==> config.mk <==
export PLATFORM = sky130hd
export DESIGN_NAME = player_control
export DESIGN_NICKNAME = d
export VERILOG_FILES = /design/src/verilog/drop_pkg.sv /design/src/verilog/drop_aim_fsm.sv /design/src/verilog/ball_table.sv /design/src/verilog/player_control.sv
export SDC_FILE = /design/constraint.sdc
export NUM_CORES = 1
export LEC_CHECK = 0
export ABC_AREA = 1
export BUFFER_PORTS_ARGS = -buffer_cell sky130_fd_sc_hd__buf_2
export CAP_MARGIN = 20
export CELL_PAD_IN_SITES_DETAIL_PLACEMENT = 1
export CELL_PAD_IN_SITES_GLOBAL_PLACEMENT = 1
export CORE_AREA = 2 2 181 183
export DETAILED_ROUTE_END_ITERATION = 8
export DIE_AREA = 0 0 183 185
export GPL_ROUTABILITY_DRIVEN = 0
export GPL_TIMING_DRIVEN = 0
export HOLD_SLACK_MARGIN = 0.06
export PLACE_DENSITY = 0.83
export SYNTH_ARGS = -nofsm -noshare
export SYNTH_HDL_FRONTEND = slang
export SYNTH_SLANG_ARGS = --single-unit
==> constraint.sdc <==
create_clock -name clk -period 3.4 [get_ports clk]
set_input_delay 0.34 -clock clk [delete_from_list [all_inputs] [get_ports clk]]
set_output_delay 0.34 -clock clk [all_outputs]
set_load 0.005 [all_outputs]
==> src/verilog/drop_pkg.sv <==
`default_nettype none

package drop_pkg;

    // ==================================================
    // Basic widths
    // ==================================================

    typedef logic [9:0] coord_t;     // Pixel coordinate
    typedef logic [4:0] radius_t;    // Ball radius in pixels
    typedef logic [3:0] slot_idx_t;  // Slot number or ball count

    // ==================================================
    // Field geometry
    // ==================================================

    localparam radius_t NUM_BALLS   = 5'd10;     // Balls per game

    localparam coord_t  LEFT_BOUND  = 10'd20;    // Left wall
    localparam coord_t  RIGHT_BOUND = 10'd300;   // Right wall
    localparam coord_t  UP_BOUND    = 10'd50;    // Top row of the field
    localparam coord_t  FLOOR_Y     = 10'd240;   // Floor line
    localparam coord_t  START_X     = 10'd170;   // Start column of a new ball
    localparam coord_t  FALL_STEP   = 10'd3;     // Pixels per falling cycle

    // ==================================================
    // Ball radii
    // ==================================================

    localparam radius_t RADIUS_1 = 5'd5;
    localparam radius_t RADIUS_2 = 5'd10;
    localparam radius_t RADIUS_3 = 5'd15;
    localparam radius_t RADIUS_4 = 5'd20;

    // Radius handed out to each slot in turn
    localparam radius_t RADIUS_SEQ [NUM_BALLS] = '{
        RADIUS_3, RADIUS_2, RADIUS_3, RADIUS_4, RADIUS_1,
        RADIUS_2, RADIUS_3, RADIUS_4, RADIUS_2, RADIUS_3
    };

    // ==================================================
    // Compound types
    // ==================================================

    typedef struct packed {
        coord_t  x;       // Center column
        coord_t  y;       // Center row
        radius_t radius;  // Zero for an unused slot
    } ball_t;

    typedef ball_t [NUM_BALLS-1:0] ball_array_t;

    typedef enum logic [1:0] {
        AIM,   // Ball at the top, player steers it
        FALL,  // Ball dropping toward the floor
        LAND   // Ball rests on the floor for one cycle
    } player_state_t;

endpackage

`default_nettype wire

==> src/verilog/drop_aim_fsm.sv <==
`timescale 1ns/100ps
`default_nettype none

module drop_aim_fsm (
    input  wire logic              clk,
    input  wire logic              rst,
    input  wire logic              left,
    input  wire logic              right,
    input  wire logic              drop,
    input  wire drop_pkg::radius_t radius,
    input  wire logic              finish,
    output drop_pkg::ball_t        player,
    output logic                   landed
);

    drop_pkg::player_state_t state_q;
    drop_pkg::player_state_t state_d;
    drop_pkg::coord_t        x_q;
    drop_pkg::coord_t        x_d;
    drop_pkg::coord_t        y_q;
    drop_pkg::coord_t        y_d;

    drop_pkg::coord_t        rad_c;
    drop_pkg::coord_t        left_lim;
    drop_pkg::coord_t        right_lim;
    drop_pkg::coord_t        floor_lim;
    drop_pkg::coord_t        top_y;
    drop_pkg::coord_t        fall_y;
    drop_pkg::coord_t        y_out;

    // ==================================================
    // Limits for the current radius
    // ==================================================

    assign rad_c     = drop_pkg::coord_t'(radius);        // Widen to coordinate
    assign left_lim  = drop_pkg::LEFT_BOUND + rad_c;      // Leftmost center
    assign right_lim = drop_pkg::RIGHT_BOUND - rad_c;     // Rightmost center
    assign floor_lim = drop_pkg::FLOOR_Y - rad_c;         // Resting row
    assign top_y     = drop_pkg::UP_BOUND - rad_c;        // Row while aiming
    assign fall_y    = y_q + drop_pkg::FALL_STEP;

    // ==================================================
    // Next state and position
    // ==================================================

    always_comb begin
        state_d = state_q;
        x_d     = x_q;
        y_d     = y_q;

        if (finish) begin
            // Game over, the ball stays parked at the top
            state_d = drop_pkg::AIM;
            y_d     = top_y;
        end else begin
            unique case (state_q)
                drop_pkg::AIM: begin
                    y_d = top_y;  // Follows a radius change at once
                    if (drop) begin
                        state_d = drop_pkg::FALL;
                    end else if (left) begin
                        if (x_q > left_lim) begin
                            x_d = x_q - 10'd1;
                        end
                    end else if (right) begin
                        if (x_q < right_lim) begin
                            x_d = x_q + 10'd1;
                        end
                    end
                end

                drop_pkg::FALL: begin
                    if (y_q >= floor_lim) begin
                        state_d = drop_pkg::LAND;  // Already on the floor
                    end else if (fall_y > floor_lim) begin
                        y_d = floor_lim;           // Last step is short
                    end else begin
                        y_d = fall_y;
                    end
                end

                drop_pkg::LAND: begin
                    state_d = drop_pkg::AIM;
                    x_d     = drop_pkg::START_X;
                    y_d     = top_y;
                end

                default: begin
                    state_d = drop_pkg::AIM;
                    x_d     = drop_pkg::START_X;
                    y_d     = top_y;
                end
            endcase
        end
    end

    always_ff @(posedge clk) begin
        if (rst) begin
            state_q <= drop_pkg::AIM;
            x_q     <= drop_pkg::START_X;
            y_q     <= drop_pkg::UP_BOUND - drop_pkg::coord_t'(drop_pkg::RADIUS_SEQ[0]);
        end else begin
            state_q <= state_d;
            x_q     <= x_d;
            y_q     <= y_d;
        end
    end

    // ==================================================
    // Outputs
    // ==================================================

    // While aiming the row comes straight from the radius, so a new ball
    // shows its own top row on the first cycle after landing
    assign y_out = (state_q == drop_pkg::AIM) ? top_y : y_q;

    assign player = '{x: x_q, y: y_out, radius: radius};
    assign landed = (state_q == drop_pkg::LAND);  // One cycle per ball

endmodule

`default_nettype wire

==> src/verilog/ball_table.sv <==
`timescale 1ns/100ps
`default_nettype none

module ball_table (
    input  wire logic               clk,
    input  wire logic               rst,
    input  wire drop_pkg::ball_t    player,
    input  wire logic               landed,
    output drop_pkg::radius_t       radius,
    output drop_pkg::ball_array_t   balls,
    output drop_pkg::slot_idx_t     ball_count,
    output logic                    finish
);

    drop_pkg::slot_idx_t count_q;
    drop_pkg::slot_idx_t count_d;
    logic                slot_we;

    // ==================================================
    // Ball counter
    // ==================================================

    assign finish = (count_q == drop_pkg::slot_idx_t'(drop_pkg::NUM_BALLS));

    always_comb begin
        count_d = count_q;
        if (landed && !finish) begin
            count_d = count_q + 4'd1;  // Next slot after each landing
        end
    end

    always_ff @(posedge clk) begin
        if (rst) begin
            count_q <= '0;
        end else begin
            count_q <= count_d;
        end
    end

    assign ball_count = count_q;

    // ==================================================
    // Radius of the current ball
    // ==================================================

    always_comb begin
        if (finish) begin
            radius = '0;  // No ball left to play
        end else begin
            radius = drop_pkg::RADIUS_SEQ[count_q];
        end
    end

    // ==================================================
    // Slot registers
    // ==================================================

    assign slot_we = !finish;  // Current slot tracks the live ball

    // The slot under the counter copies the live ball every cycle, so a
    // landed ball is frozen in place when the counter moves past it
    always_ff @(posedge clk) begin
        if (rst) begin
            for (int i = 0; i < drop_pkg::NUM_BALLS; i++) begin
                balls[i] <= '{x: drop_pkg::START_X, y: drop_pkg::UP_BOUND, radius: '0};
            end
        end else if (slot_we) begin
            balls[count_q] <= player;
        end
    end

endmodule

`default_nettype wire

==> src/verilog/player_control.sv <==
`timescale 1ns/100ps
`default_nettype none

module player_control (
    input  wire logic               clk,
    input  wire logic               rst,
    input  wire logic               left,
    input  wire logic               right,
    input  wire logic               drop,
    output drop_pkg::ball_array_t   balls,
    output drop_pkg::slot_idx_t     ball_count,
    output logic                    finish
);

    // ==================================================
    // Links between the FSM and the ball table
    // ==================================================

    wire drop_pkg::radius_t radius;  // Radius of the ball in play
    wire drop_pkg::ball_t   player;  // Live ball position
    wire logic              landed;  // Ball reached the floor

    // ==================================================
    // Player ball FSM
    // ==================================================

    drop_aim_fsm u_drop_aim_fsm (
        .clk    (clk),
        .rst    (rst),
        .left   (left),
        .right  (right),
        .drop   (drop),
        .radius (radius),
        .finish (finish),
        .player (player),
        .landed (landed)
    );

    // ==================================================
    // Ball slots and counter
    // ==================================================

    ball_table u_ball_table (
        .clk        (clk),
        .rst        (rst),
        .player     (player),
        .landed     (landed),
        .radius     (radius),
        .balls      (balls),
        .ball_count (ball_count),
        .finish     (finish)
    );

endmodule

`default_nettype wire

==> load_flow_metrics.sql <==
INSERT INTO impl_metrics (metric_group, metric, value, unit) VALUES
('status', 'outcome', 'complete, but fails checks', ''),
('status', 'failed_checks', 'negative setup slack', ''),
('worst_setup_path', 'cp_top_family', 'simple AND/OR/NAND/NOR gates', ''),
('cells_and_area', 'layout.nets', '1778', ''),
('timing', 'fmax', '0.293', 'GHz'),
('timing', 'tightestPinTransition', '1.14', 'ns'),
('floorplan', 'core_area', '32000', 'um2'),
('global_routing', 'grtUsageMet1', '33.7', '%'),
('route', 'detailedRoute.firstIterationViolations', '855', ''),
('hold_path', 'min_to', 'u_drop_aim_fsm.state_q[0]', ''),
('global_routing', 'grt_pass1_wl', '70200', 'um'),
('worst_setup_path', 'wp_data_required', '3.90', 'ns'),
('timing', 'final.setup_skew', '0.0214', 'ns'),
('pwr', 'comb_power_share', '9.6', '%'),
('synth', 'synth_edf_count', '0', ''),
('global_routing', 'grt_overflow_total', '0', ''),
('clock_network', 'ctsHtreeMaxLevel', '1', ''),
('cells_and_area', 'n_fill_cell', '4048', ''),
('timing', 'final-hold-violation-count', '0', ''),
('route', 'detail_route.drc_violations', '0', ''),
('synth', 'cell_area_after_synthesis', '11000', 'um2'),
('worst_setup_path', 'worstRegToRegCells', '22', ''),
('synth', 'ys_types', '41', ''),
('cells_and_area', 'sequential_cell_area_in_the_final_layout', '5340', 'um2'),
('worst_setup_path', 'rrSetupSlack', '-0.01', 'ns'),
('cells_and_area', 'multiInputGateArea', '4910', 'um2'),
('synth', 'synthTopCellsByArea', 'dfxtp_1 (48%), nand2_1 (8.3%), o21ai_0 (7.4%), a21oi_1 (5.9%), nor2_1 (5.8%)', ''),
('synth', 'syn-mean-instance-area', '7.77', 'um2'),
('route', 'route.detailed.vias_per_inst', '5.40', ''),
('timing', 'report.final.setup_viol', '1', ''),
('cells_and_area', 'synthToLayoutAreaGrowth', '27.6', '%'),
('pwr', 'clock_power_share', '45.2', '%'),
('clock_network', 'cts.clk_slew.worst_paths', '0.08', 'ns'),
('route', 'detailroute.via_count', '11700', ''),
('worst_setup_path', 'worst_r2r_endpoint', 'u_drop_aim_fsm.y_q[0]', ''),
('floorplan', 'floorplan.initialDensity', '34.4', '%'),
('worst_setup_path', 'rr_startpoint', 'u_ball_table.ball_count[0]', ''),
('synth', 'mappedNetlistNets', '1466', ''),
('clock_network', 'cts_buffers', '29', ''),
('worst_setup_path', 'cp_slowest_stage_delay', '0.44', 'ns'),
('global_routing', 'grt_antenna_before_repair', '0', ''),
('clock_network', 'hold_buffers', '0', ''),
('timing', 'final_max_slew_viol_count', '0', ''),
('worst_setup_path', 'largest_fanout_of_any_net_on_the_critical_path', '11', ''),
('synth', 'synth.yosys.warnings', '0', ''),
('job', 'max_cap_viol_count', '0', ''),
('route', 'totalWireLength', '48800', 'um'),
('timing', 'postLayoutSetupSlackWorst', '-0.0126', 'ns'),
('synth', 'asyncSetResetFlopFracSynth', '0', '%'),
('hold_path', 'hold_class', 'in2reg', ''),
('synth', 'synth.largest_area_cell', 'dfxtp_1', ''),
('floorplan', 'placementRows', '66', ''),
('cells_and_area', 'post_route_cells_drive_above_1_share', '22.1', '%'),
('timing', 'timing.slew.headroom', '23.3', '%'),
('pwr', 'power_switching', '1.93', 'mW'),
('pwr', 'power_density', '508', 'nW/um2'),
('hold_path', 'hold_path_depth', '3', ''),
('hold_path', 'worstHoldStart', 'drop', ''),
('synth', 'synth_ff_type', 'dfxtp_1', ''),
('placed_design', 'post-dp-hpwl', '33700', 'um'),
('route', 'antenna_left', '0', ''),
('clock_network', 'cts_tree', 'done', ''),
('synth', 'synthDominantCellAreaShare', '48.4', '%'),
('clock_network', 'clkSinkCount', '266', ''),
('pwr', 'sw_frac_of_total', '27.0', '%'),
('clock_network', 'clock_insertion_delay_worst_skew', '0.57', 'ns'),
('worst_setup_path', 'cp-end-kind', 'flop', ''),
('global_routing', 'groute.layer.met3.usage', '6.65', '%'),
('timing', 'worst_hold_margin', '0.121', 'ns'),
('synth', 'synth-seq-area-share', '48.4', '%'),
('cells_and_area', 'diodes', '0', '');
## timing repair
action                                 in CTS  in global routing
gates resized for setup                    19                 18
buffers inserted                            6                 15
pin swaps                                   2                  3
endpoints found under the hold margin       0                  0
setup endpoints to repair                  39                 18
## stage by stage
step	setup slack, ns	cells	total power [mW]	util (%)	setup TNS [ns]
floorplan	0.0531	1418	3.69	-	0
global placement	-0.958	2085	3.92	40.0	-16.50
detailed placement	-1.05	2085	3.95	40.0	-16.49
CTS	0.0483	2144	7.09	43.3	0
global route	-0.161	2160	7.34	43.9	-1.37
finish	-0.0126	2160	7.14	43.9	-0.0126
## power by group through the flow
stage	Combinational [mW]	Sequential (mW)	Clock [mW]
2_1_floorplan	0.424	3.27	0
3_3_place_gp	0.635	3.29	0
3_5_place_dp	0.660	3.29	0
4_1_cts	0.669	3.22	3.20
5_1_grt	0.762	3.23	3.35
6_report	0.689	3.22	3.23
## worst min-delay path, delay by kind of cell
family,cells,cell delay (ns)
compound gates,1,0.08
simple gates,1,0.09
buf+inv,1,0.12
## final cells by class
cell class                 count  share of cell area [%]
tap                          408                    3.63
buffer                        92                    2.94
timing repair buffer         281                    10.4
clock inverter                12                   0.872
clock buffer                  41                    5.91
sequential                   266                    38.0
multi-input combinational    937                    34.9
inverter                     123                    3.39
## sequential cells by signal, summed over array words and instances, names as in the netlist
| register | cells |
|---|---|
| u_ball_table.balls | 240 |
| u_drop_aim_fsm.x_q | 10 |
| u_ball_table.ball_count | 4 |
| u_drop_aim_fsm.y_q | 10 |
| u_drop_aim_fsm.state_q | 2 |
## worst max-delay path by stage
stage | from | to | depth (start not counted)
5_1_grt | u_ball_table.ball_count[0] | u_drop_aim_fsm.x_q[5] | 19
3_5_place_dp | u_ball_table.ball_count[0] | u_drop_aim_fsm.x_q[5] | 19
3_3_place_gp | u_ball_table.ball_count[0] | u_drop_aim_fsm.x_q[5] | 19
4_1_cts | u_ball_table.ball_count[3] | u_drop_aim_fsm.x_q[5] | 19
2_1_floorplan | u_ball_table.ball_count[0] | u_drop_aim_fsm.x_q[5] | 21
6_report | u_ball_table.ball_count[0] | u_drop_aim_fsm.y_q[0] | 22
## placed cells by master (no fill, tap or decap), types with 3 or more instances in the layout
master / count
inv_1: 108
nor3_1: 11
clkbuf_16: 29
o21a_1: 4
nor2_4: 3
a21oi_1: 128
clkbuf_8: 6
nand2_1: 243
a211oi_1: 15
dfxtp_1: 262
o31ai_1: 3
o211ai_1: 22
buf_4: 33
nand3_1: 57
ha_1: 38
buf_2: 259
nand4_1: 8
clkinv_2: 6
o21bai_1: 13
o21ai_2: 3
nand2_2: 5
nor2_1: 169
xor2_1: 8
xnor2_1: 4
clkbuf_1: 81
o21ai_0: 163
clkinv_1: 8
nand2_4: 4
clkinv_4: 3
nand3_2: 4
buf_1: 3
inv_2: 3
o21ai_1: 9
## cells by family after synthesis
| kind of cell | Yosys count | synth area share (%) |
|---|---|---|
| adder cells (fa/ha/maj) | 43 | 4.95 |
| AO/OA/AOI/OAI | 368 | 18.2 |
| XOR/XNOR | 14 | 1.18 |
| flip-flops | 266 | 48.4 |
| buffers and inverters | 215 | 7.74 |
| AND/OR/NAND/NOR | 512 | 19.6 |
## routing by layer
metal	up-vias	part of all wire [%]
li1	5271	-
met2	565	46
met3	156	9.2
met5	-	0
met1	5677	40
met4	0	5.0
No activity file was read; power rests on OpenSTA's default activity.
